[src/rv_pkg.sv]
package rv_pkg;

    //////////////////////////////////////////////////////////////////////
    // Widths and reset values
    //////////////////////////////////////////////////////////////////////

    localparam int xlen       = 32;
    localparam int reg_addr_w = 5;

    localparam logic [xlen-1:0] reset_pc = '0;

    // RV32I major opcodes kept by this core
    localparam logic [6:0] op_reg    = 7'b0110011;
    localparam logic [6:0] op_imm    = 7'b0010011;
    localparam logic [6:0] op_lui    = 7'b0110111;
    localparam logic [6:0] op_load   = 7'b0000011;
    localparam logic [6:0] op_store  = 7'b0100011;
    localparam logic [6:0] op_branch = 7'b1100011;

    typedef enum logic [2:0] {
        alu_add,
        alu_sub,
        alu_and,
        alu_or,
        alu_xor,
        alu_pass_b
    } alu_op_e;

    //////////////////////////////////////////////////////////////////////
    // Instruction formats
    //////////////////////////////////////////////////////////////////////

    // Opcode, rd, rs1 and rs2 share their bit positions in all views
    typedef struct packed {
        logic [6:0]            funct7;
        logic [reg_addr_w-1:0] rs2;
        logic [reg_addr_w-1:0] rs1;
        logic [2:0]            funct3;
        logic [reg_addr_w-1:0] rd;
        logic [6:0]            opcode;
    } r_fmt_t;

    typedef struct packed {
        logic [11:0]           imm;
        logic [reg_addr_w-1:0] rs1;
        logic [2:0]            funct3;
        logic [reg_addr_w-1:0] rd;
        logic [6:0]            opcode;
    } i_fmt_t;

    typedef struct packed {
        logic [6:0]            imm_hi;
        logic [reg_addr_w-1:0] rs2;
        logic [reg_addr_w-1:0] rs1;
        logic [2:0]            funct3;
        logic [4:0]            imm_lo;
        logic [6:0]            opcode;
    } s_fmt_t;

    // Branch offset bits are scattered, bit 0 is implied zero
    typedef struct packed {
        logic                  imm12;
        logic [5:0]            imm10_5;
        logic [reg_addr_w-1:0] rs2;
        logic [reg_addr_w-1:0] rs1;
        logic [2:0]            funct3;
        logic [3:0]            imm4_1;
        logic                  imm11;
        logic [6:0]            opcode;
    } b_fmt_t;

    typedef union packed {
        r_fmt_t r;
        i_fmt_t i;
        s_fmt_t s;
        b_fmt_t b;
    } instr_u;

    //////////////////////////////////////////////////////////////////////
    // Port bundles
    //////////////////////////////////////////////////////////////////////

    typedef struct packed {
        logic            valid;
        logic            we;
        logic [xlen-1:0] addr;
        logic [xlen-1:0] wdata;
    } mem_req_t;

    typedef struct packed {
        logic                  en;
        logic [reg_addr_w-1:0] addr;
        logic [xlen-1:0]       data;
    } rf_write_t;

endpackage

[src/reg_file.sv]
`timescale 1ns/1ps

module reg_file (
    input  logic                            clk,
    input  logic [rv_pkg::reg_addr_w-1:0]   rs1_addr,
    input  logic [rv_pkg::reg_addr_w-1:0]   rs2_addr,
    output logic [rv_pkg::xlen-1:0]         rs1_data,
    output logic [rv_pkg::xlen-1:0]         rs2_data,
    input  rv_pkg::rf_write_t               rf_wr
);

    import rv_pkg::*;

    // x0 has no storage
    logic [xlen-1:0] regs [1:31];

    always_ff @(posedge clk) begin
        if (rf_wr.en && (rf_wr.addr != '0)) begin
            regs[rf_wr.addr] <= rf_wr.data;
        end
    end

    // Combinational reads with x0 forced to zero
    always_comb begin
        rs1_data = '0;
        rs2_data = '0;
        if (rs1_addr != '0) begin
            rs1_data = regs[rs1_addr];
        end
        if (rs2_addr != '0) begin
            rs2_data = regs[rs2_addr];
        end
    end

endmodule

[src/fetch_unit.sv]
`timescale 1ns/1ps

module fetch_unit (
    input  logic                    clk,
    input  logic                    reset,
    output rv_pkg::mem_req_t        fetch_req,
    input  logic                    fetch_ack,
    input  logic [rv_pkg::xlen-1:0] rdata,
    output logic                    inst_valid,
    output rv_pkg::instr_u          inst,
    output logic [rv_pkg::xlen-1:0] inst_pc,
    input  logic                    inst_take,
    input  logic                    redirect,
    input  logic [rv_pkg::xlen-1:0] redirect_pc
);

    import rv_pkg::*;

    logic [xlen-1:0] pc;
    logic [xlen-1:0] req_addr;
    logic [xlen-1:0] issue_addr;
    logic [xlen-1:0] buf_pc;
    logic            req_valid;
    logic            buf_valid;
    logic            discard;
    logic            issue;
    instr_u          buf_inst;

    // One fetch outstanding at most, so the buffer is always free at its ack
    assign issue      = !req_valid && (!buf_valid || inst_take || redirect);
    assign issue_addr = redirect ? redirect_pc : pc;

    always_ff @(posedge clk) begin
        if (reset) begin
            pc        <= reset_pc;
            req_valid <= 1'b0;
            buf_valid <= 1'b0;
            discard   <= 1'b0;
        end else begin
            if (issue) begin
                req_valid <= 1'b1;
                pc        <= issue_addr + xlen'(4);
            end else if (redirect) begin
                pc <= redirect_pc;
            end
            if (fetch_ack) begin
                req_valid <= 1'b0;
            end
            if (redirect || inst_take) begin
                buf_valid <= 1'b0;
            end
            // A wrong-path word is dropped rather than buffered
            if (fetch_ack && !discard && !redirect) begin
                buf_valid <= 1'b1;
            end
            if (fetch_ack) begin
                discard <= 1'b0;
            end else if (redirect && req_valid) begin
                discard <= 1'b1;
            end
        end
    end

    always_ff @(posedge clk) begin
        if (issue) begin
            req_addr <= issue_addr;
        end
        if (fetch_ack) begin
            buf_inst <= rdata;
            buf_pc   <= req_addr;
        end
    end

    assign fetch_req  = '{valid: req_valid, we: 1'b0, addr: req_addr, wdata: '0};
    assign inst_valid = buf_valid;
    assign inst       = buf_inst;
    assign inst_pc    = buf_pc;

    take_needs_valid: assert property (
        @(posedge clk) disable iff (reset) inst_take |-> inst_valid
    );

endmodule

[src/execute_unit.sv]
`timescale 1ns/1ps

module execute_unit (
    input  logic                          clk,
    input  logic                          reset,
    input  logic                          inst_valid,
    input  rv_pkg::instr_u                inst,
    input  logic [rv_pkg::xlen-1:0]       inst_pc,
    output logic                          inst_take,
    output logic [rv_pkg::reg_addr_w-1:0] rs1_addr,
    output logic [rv_pkg::reg_addr_w-1:0] rs2_addr,
    input  logic [rv_pkg::xlen-1:0]       rs1_data,
    input  logic [rv_pkg::xlen-1:0]       rs2_data,
    output rv_pkg::rf_write_t             rf_wr,
    output rv_pkg::mem_req_t              data_req,
    input  logic                          data_ack,
    input  logic [rv_pkg::xlen-1:0]       rdata,
    output logic                          redirect,
    output logic [rv_pkg::xlen-1:0]       redirect_pc
);

    import rv_pkg::*;

    typedef enum logic {st_idle, st_mem_wait} state_e;

    state_e                state;
    alu_op_e               alu_op;
    logic [6:0]            opcode;
    logic [reg_addr_w-1:0] rd;
    logic [xlen-1:0]       imm;
    logic [xlen-1:0]       operand_b;
    logic [xlen-1:0]       alu_result;
    logic [xlen-1:0]       branch_target;
    logic                  rs_equal;
    logic                  branch_taken;
    logic                  is_mem;
    logic                  writes_rd;
    logic                  wr_en;
    logic [reg_addr_w-1:0] wr_addr;
    logic [xlen-1:0]       wr_data;
    logic                  req_valid;
    logic                  req_we;
    logic [xlen-1:0]       req_addr;
    logic [xlen-1:0]       req_wdata;

    //////////////////////////////////////////////////////////////////////
    // Decode
    //////////////////////////////////////////////////////////////////////

    assign opcode   = inst.r.opcode;
    assign rd       = inst.r.rd;
    assign rs1_addr = inst.r.rs1;
    assign rs2_addr = inst.r.rs2;

    always_comb begin
        alu_op = alu_add;
        case (opcode)
            op_reg, op_imm: begin
                case (inst.r.funct3)
                    3'b111:  alu_op = alu_and;
                    3'b110:  alu_op = alu_or;
                    3'b100:  alu_op = alu_xor;
                    default: alu_op = (opcode == op_reg && inst.r.funct7[5]) ? alu_sub : alu_add;
                endcase
            end
            op_lui:  alu_op = alu_pass_b;
            default: alu_op = alu_add;
        endcase
    end

    // Immediate from whichever format view the opcode selects
    always_comb begin
        case (opcode)
            op_store:  imm = {{(xlen-12){inst.s.imm_hi[6]}}, inst.s.imm_hi, inst.s.imm_lo};
            op_lui:    imm = {inst.i.imm, inst.i.rs1, inst.i.funct3, 12'b0};
            op_branch: imm = {{(xlen-13){inst.b.imm12}}, inst.b.imm12, inst.b.imm11,
                              inst.b.imm10_5, inst.b.imm4_1, 1'b0};
            default:   imm = {{(xlen-12){inst.i.imm[11]}}, inst.i.imm};
        endcase
    end

    //////////////////////////////////////////////////////////////////////
    // ALU and branch resolution
    //////////////////////////////////////////////////////////////////////

    assign operand_b = (opcode == op_reg) ? rs2_data : imm;

    always_comb begin
        case (alu_op)
            alu_sub:    alu_result = rs1_data - operand_b;
            alu_and:    alu_result = rs1_data & operand_b;
            alu_or:     alu_result = rs1_data | operand_b;
            alu_xor:    alu_result = rs1_data ^ operand_b;
            alu_pass_b: alu_result = operand_b;
            default:    alu_result = rs1_data + operand_b;
        endcase
    end

    assign rs_equal      = (rs1_data == rs2_data);
    // BEQ is funct3 000, BNE is 001
    assign branch_taken  = (opcode == op_branch) &&
                           ((inst.b.funct3 == 3'b000 && rs_equal) ||
                            (inst.b.funct3 == 3'b001 && !rs_equal));
    assign branch_target = inst_pc + imm;
    assign is_mem        = (opcode == op_load) || (opcode == op_store);
    assign writes_rd     = (opcode == op_reg || opcode == op_imm || opcode == op_lui) &&
                           (rd != '0);

    // Wait a cycle after a write or redirect so the next read sees it
    assign inst_take = (state == st_idle) && inst_valid && !wr_en && !redirect;

    //////////////////////////////////////////////////////////////////////
    // Issue and completion
    //////////////////////////////////////////////////////////////////////

    always_ff @(posedge clk) begin
        if (reset) begin
            state     <= st_idle;
            wr_en     <= 1'b0;
            redirect  <= 1'b0;
            req_valid <= 1'b0;
        end else begin
            wr_en    <= 1'b0;
            redirect <= 1'b0;
            case (state)
                st_idle: begin
                    if (inst_take && is_mem) begin
                        req_valid <= 1'b1;
                        state     <= st_mem_wait;
                    end else if (inst_take) begin
                        wr_en    <= writes_rd;
                        redirect <= branch_taken;
                    end
                end
                st_mem_wait: begin
                    if (data_ack) begin
                        req_valid <= 1'b0;
                        state     <= st_idle;
                        // Only loads write back
                        wr_en     <= !req_we && (wr_addr != '0);
                    end
                end
                default: state <= st_idle;
            endcase
        end
    end

    always_ff @(posedge clk) begin
        if (inst_take) begin
            wr_addr     <= rd;
            wr_data     <= alu_result;
            req_we      <= (opcode == op_store);
            req_addr    <= alu_result;
            req_wdata   <= rs2_data;
            redirect_pc <= branch_target;
        end else if (state == st_mem_wait && data_ack) begin
            wr_data <= rdata;
        end
    end

    assign rf_wr    = '{en: wr_en, addr: wr_addr, data: wr_data};
    assign data_req = '{valid: req_valid, we: req_we, addr: req_addr, wdata: req_wdata};

    data_req_held: assert property (
        @(posedge clk) disable iff (reset)
        data_req.valid && !data_ack |=> $stable(data_req)
    );

endmodule

[src/mem_arbiter.sv]
`timescale 1ns/1ps

module mem_arbiter (
    input  logic             clk,
    input  logic             reset,
    input  rv_pkg::mem_req_t fetch_req,
    output logic             fetch_ack,
    input  rv_pkg::mem_req_t data_req,
    output logic             data_ack,
    output rv_pkg::mem_req_t mem_req,
    input  logic             mem_ack
);

    logic busy;
    logic owner_data;

    //////////////////////////////////////////////////////////////////////
    // Owner register where the data side wins a tie
    //////////////////////////////////////////////////////////////////////

    always_ff @(posedge clk) begin
        if (reset) begin
            busy       <= 1'b0;
            owner_data <= 1'b0;
        end else if (!busy) begin
            if (data_req.valid) begin
                busy       <= 1'b1;
                owner_data <= 1'b1;
            end else if (fetch_req.valid) begin
                busy       <= 1'b1;
                owner_data <= 1'b0;
            end
        end else if (mem_ack) begin
            busy <= 1'b0;
        end
    end

    // Port driven from the latched owner only
    always_comb begin
        mem_req       = owner_data ? data_req : fetch_req;
        mem_req.valid = busy && mem_req.valid;
    end

    assign fetch_ack = mem_ack && busy && !owner_data;
    assign data_ack  = mem_ack && busy && owner_data;

    ack_needs_owner: assert property (
        @(posedge clk) disable iff (reset) mem_ack |-> busy
    );

endmodule

[src/rv_core.sv]
`timescale 1ns/1ps

module rv_core (
    input  logic                    clk,
    input  logic                    reset,
    output rv_pkg::mem_req_t        mem_req,
    input  logic                    mem_ack,
    input  logic [rv_pkg::xlen-1:0] mem_rdata,
    output rv_pkg::rf_write_t       retire
);

    import rv_pkg::*;

    // Fetch and execute requests toward the arbiter
    mem_req_t              fetch_req;
    mem_req_t              data_req;
    logic                  fetch_ack;
    logic                  data_ack;

    // Fetch buffer handshake and branch redirect
    logic                  inst_valid;
    instr_u                inst;
    logic [xlen-1:0]       inst_pc;
    logic                  inst_take;
    logic                  redirect;
    logic [xlen-1:0]       redirect_pc;

    // Register file read ports
    logic [reg_addr_w-1:0] rs1_addr;
    logic [reg_addr_w-1:0] rs2_addr;
    logic [xlen-1:0]       rs1_data;
    logic [xlen-1:0]       rs2_data;

    fetch_unit u_fetch (
        .clk         (clk),
        .reset       (reset),
        .fetch_req   (fetch_req),
        .fetch_ack   (fetch_ack),
        .rdata       (mem_rdata),
        .inst_valid  (inst_valid),
        .inst        (inst),
        .inst_pc     (inst_pc),
        .inst_take   (inst_take),
        .redirect    (redirect),
        .redirect_pc (redirect_pc)
    );

    execute_unit u_execute (
        .clk         (clk),
        .reset       (reset),
        .inst_valid  (inst_valid),
        .inst        (inst),
        .inst_pc     (inst_pc),
        .inst_take   (inst_take),
        .rs1_addr    (rs1_addr),
        .rs2_addr    (rs2_addr),
        .rs1_data    (rs1_data),
        .rs2_data    (rs2_data),
        .rf_wr       (retire),
        .data_req    (data_req),
        .data_ack    (data_ack),
        .rdata       (mem_rdata),
        .redirect    (redirect),
        .redirect_pc (redirect_pc)
    );

    reg_file u_regs (
        .clk      (clk),
        .rs1_addr (rs1_addr),
        .rs2_addr (rs2_addr),
        .rs1_data (rs1_data),
        .rs2_data (rs2_data),
        .rf_wr    (retire)
    );

    mem_arbiter u_arbiter (
        .clk       (clk),
        .reset     (reset),
        .fetch_req (fetch_req),
        .fetch_ack (fetch_ack),
        .data_req  (data_req),
        .data_ack  (data_ack),
        .mem_req   (mem_req),
        .mem_ack   (mem_ack)
    );

endmodule

[config.mk]
export PLATFORM = sky130hd
export DESIGN_NAME = rv_core
export DESIGN_NICKNAME = d
export VERILOG_FILES = /design/src/rv_pkg.sv /design/src/reg_file.sv /design/src/fetch_unit.sv /design/src/execute_unit.sv /design/src/mem_arbiter.sv /design/src/rv_core.sv
export SDC_FILE = /design/constraint.sdc
export NUM_CORES = 2
export LEC_CHECK = 0
export BUFFER_PORTS_ARGS = -buffer_cell sky130_fd_sc_hd__clkbuf_2
export CORE_MARGIN = 2
export CORE_UTILIZATION = 57
export CTS_CLUSTER_DIAMETER = 100
export DETAILED_ROUTE_END_ITERATION = 16
export PLACE_DENSITY_LB_ADDON = 0.3
export SETUP_SLACK_MARGIN = 0.5
export SYNTH_ARGS = -nofsm -noshare
export SYNTH_HDL_FRONTEND = slang
export SYNTH_SLANG_ARGS = --single-unit
[constraint.sdc]
create_clock -name clk -period 6.3 [get_ports clk]
set_input_delay 1.26 -clock clk [delete_from_list [all_inputs] [get_ports clk]]
set_output_delay 1.26 -clock clk [all_outputs]
set_load 0.01 [all_outputs]
==> flow_metrics.py <==
metrics = {
    "floorplan": {
        "die_h_um": 338,
        "pin_count": 139,
        "coreArea_mm2": 0.111,
        "die_x_um": 338,
        "start_util_pct": 57.5,
        "dieArea_mm2": 0.114,
        "rows": 122,
    },
    "worst_setup_path": {
        "worst-path-buf-inv": 3,
        "ff2ff_path_depth": 27,
        "critPathRequiredTime_ns": 6.80,
        "r2r_end": "u_execute.wr_data[27]",
        "rrSetupSlack_ns": 0.22,
        "cp.arrival_ns": 6.59,
        "crit_slowest_cell": "mux4_2",
        "path_max_fanout": 8,
        "cp_top_family": "compound AO/OA/AOI/OAI gates",
        "critPathLaunchType": "flop",
        "cp.depth": 27,
        "path_class": "flop to flop",
        "setup.worst_path.end_class": "flop",
        "critPathMaxStageDelay_ns": 0.49,
    },
    "drt": {
        "dr.pass1.iters": 7,
        "post_drt_via_cell_ratio": 7.02,
        "drt-total-wl_um": 212000,
        "wire_per_inst_um": 34.5,
        "ant_nets": 0,
        "num_vias": 43200,
        "drtIter0Drc": 6447,
        "remaining_drc_errors": 0,
    },
    "timing": {
        "timing_hold_violations_final": 0,
        "rsz0062_at_grt": "yes",
        "post-route-period-util_pct": 96.6,
        "hold_slack_ns": 0.445,
        "worstMarginPinSlew_ns": 1.30,
        "skew_ns": 0.0324,
        "fmax_mhz": 164,
        "period_minus_slack_ns": 6.08,
        "slew_headroom_pct": 13.0,
        "setup_viol": 0,
        "slew_viol_final": 0,
    },
    "placed_design": {
        "dpl.hpwl_um": 136000,
        "port_buffers": 138,
        "gp_congestion": 1.05,
        "place_inst": 5832,
    },
    "synthesis": {
        "seq_area_frac_synth_pct": 59.2,
        "synth_edf_count": 1222,
        "synthesis.area_mm2": 0.0637,
        "syn-num-nets": 4208,
        "yosys.cell_count.top_type": "edfxtp_1",
        "synthArstFlopShare_pct": 0,
        "ys.flop_type": "edfxtp_1",
        "synthDistinctLibCells": 102,
        "yosys.area.top_type": "edfxtp_1",
        "ys_seq_elements": 1273,
        "synthCells": 4043,
        "syn-mean-instance-area_um2": 15.8,
        "synth_area_leaders": "edfxtp_1 58%, mux4_2 16%, mux2i_1 3.6%",
        "synth_top_area_share_pct": 57.6,
        "ys_top_cells_by_count": "1,222 x edfxtp_1, 444 x mux4_2, 245 x nor2_1",
        "yosys_warnings": 0,
    },
    "clock_tree": {
        "clk_latency_ns": 0.76,
        "cts_tree": "built",
        "cts_root_buf": "clkbuf_16",
        "clk_pin_slew_ns": 0.06,
        "cts_buffers": 133,
        "cts.sinks": 1273,
        "cts_max_path_buffers": 3,
        "htreeDepth": 4,
        "hold_buffers": 0,
    },
    "hold_path": {
        "worstHoldEndpoint": "u_fetch.inst_pc[27]",
        "hp-start": "u_fetch.req_addr[27]",
        "hold_class": "flop to flop",
        "min_path_cells": 0,
    },
    "cells_and_area": {
        "nets": 4732,
        "fin_cells": 6164,
        "drive_above_1_share_pct": 33.0,
        "fillers": 7377,
        "syn2layout_area_growth_pct": 17.0,
    },
    "status": {
        "status": "finished clean",
    },
    "run": {
        "drv_cap": 0,
    },
    "power": {
        "internal-power_uw": 15300,
        "p_comb_share_pct": 16.1,
        "max-vdd-ir-drop_v": 0.000278,
        "p_sw_uw": 5270,
        "seqPwrFrac_pct": 45.8,
        "clkPwrFrac_pct": 38.2,
        "power.density_mw_per_mm2": 276,
        "p_leak_uw": 0.0265,
        "swShare_pct": 25.6,
    },
    "global_routing": {
        "grt_pass1_vias": 41900,
        "grt_usage_pct": 36.7,
        "antenna_found_initial": 9,
        "grt_pass1_wl_um": 299000,
        "grt_remaining_overflow": 0,
        "grt_max_degree": 94,
    },
}
## registers in the layout (all words and copies together), names as in the netlist, 5 cells and up, named ones only
register,count
u_execute.wr_addr,5
u_execute.wr_data,32
u_fetch.pc,32
u_execute.req_addr,32
u_fetch.inst_pc,32
u_fetch.req_addr,32
u_execute.req_wdata,32
u_execute.redirect_pc,32
u_regs.regs,992
u_fetch.inst,32
## placed cells by master, fill, tap and decap left out, drive strengths merged, types with 30 or more instances in the layout
cell type	synthesis	routed
a21o	30	30
a211oi	38	38
and2	59	59
buf	126	494
inv	125	134
mux2i	226	226
dfxtp	51	51
a22oi	48	48
xor2	32	32
clkinv	3	49
nand2	229	229
edfxtp	1222	1222
a21oi	159	159
clkbuf	122	313
mux4	465	465
nor2	246	246
mux2	75	75
o21ai	79	79
xnor2	104	104
o22ai	33	33
ha	128	128
nor3	54	54
nand3	34	34
## cell families after synthesis
group / Yosys count / share of synthesized area [%]
compound gates: 576 / 6.10
fa+ha+maj: 130 / 2.58
xor+xnor: 136 / 1.88
flops: 1273 / 59.2
simple gates: 786 / 5.86
mux: 766 / 21.4
buf+inv: 376 / 2.96
## per-stage QoR
step / utilization, % / setup TNS, ns / total power [uW] / worst slack, ns / area (um2)
floorplan: - / 0 / 11300 / 0.529 / 63700
global placement: 61.8 / -0.309 / 12500 / -0.0968 / 68400
detailed placement: 61.8 / -1.28 / 12500 / -0.230 / 68400
CTS: 66.6 / 0 / 20400 / 0.419 / 73800
global route: 67.2 / 0 / 21100 / 0.0632 / 74500
finish: 67.2 / 0 / 20600 / 0.217 / 74500
## layer usage
layer / global-route usage (%) / routed length (um) / vias to the layer above
met5: 0 / 40 / -
li1: - / - / 17300
met2: 55.7 / 95700 / 3513
met3: 10.4 / 28800 / 756
met1: 47.2 / 72200 / 21700
met4: 22.5 / 15700 / 6
## worst max-delay path by stage
stage	end	slack, ns	start
global route	u_execute.wr_data[31]	0.06	flop
floorplan	u_execute.wr_data[29]	0.53	flop
detailed placement	u_execute.wr_data[28]	-0.23	flop
global placement	u_execute.wr_data[28]	-0.1	flop
CTS	u_execute.wr_data[29]	0.42	flop
finish	u_execute.wr_data[27]	0.22	flop
## layout make-up
type / instances / area (um2) / area share [%]
inverter: 128 / 489 / 0.656
clock buffer: 174 / 3660 / 4.91
sequential: 1273 / 37700 / 50.7
antenna: 3 / 7.51 / 0.0101
multi-input combinational: 2394 / 25000 / 33.6
timing repair buffer: 637 / 5080 / 6.81
tap: 1488 / 1860 / 2.50
clock inverter: 67 / 651 / 0.873
## power groups by stage
stage / sequential (uW) / combinational, uW / clock, uW
after floorplan: 9550 / 1780 / 0
after global placement: 9600 / 2900 / 0
after detailed placement: 9600 / 2920 / 0
after CTS: 9420 / 3090 / 7900
after global routing: 9420 / 3440 / 8210
final: 9420 / 3310 / 7860
## repair_timing
action | CTS | global route
gates cloned | 6 | 1
pin swaps | 41 | 78
setup endpoints to repair | 34 | 35
buffers inserted | 52 | 29
gates resized for setup | 90 | 122
Power figures use the tool's default switching activity.
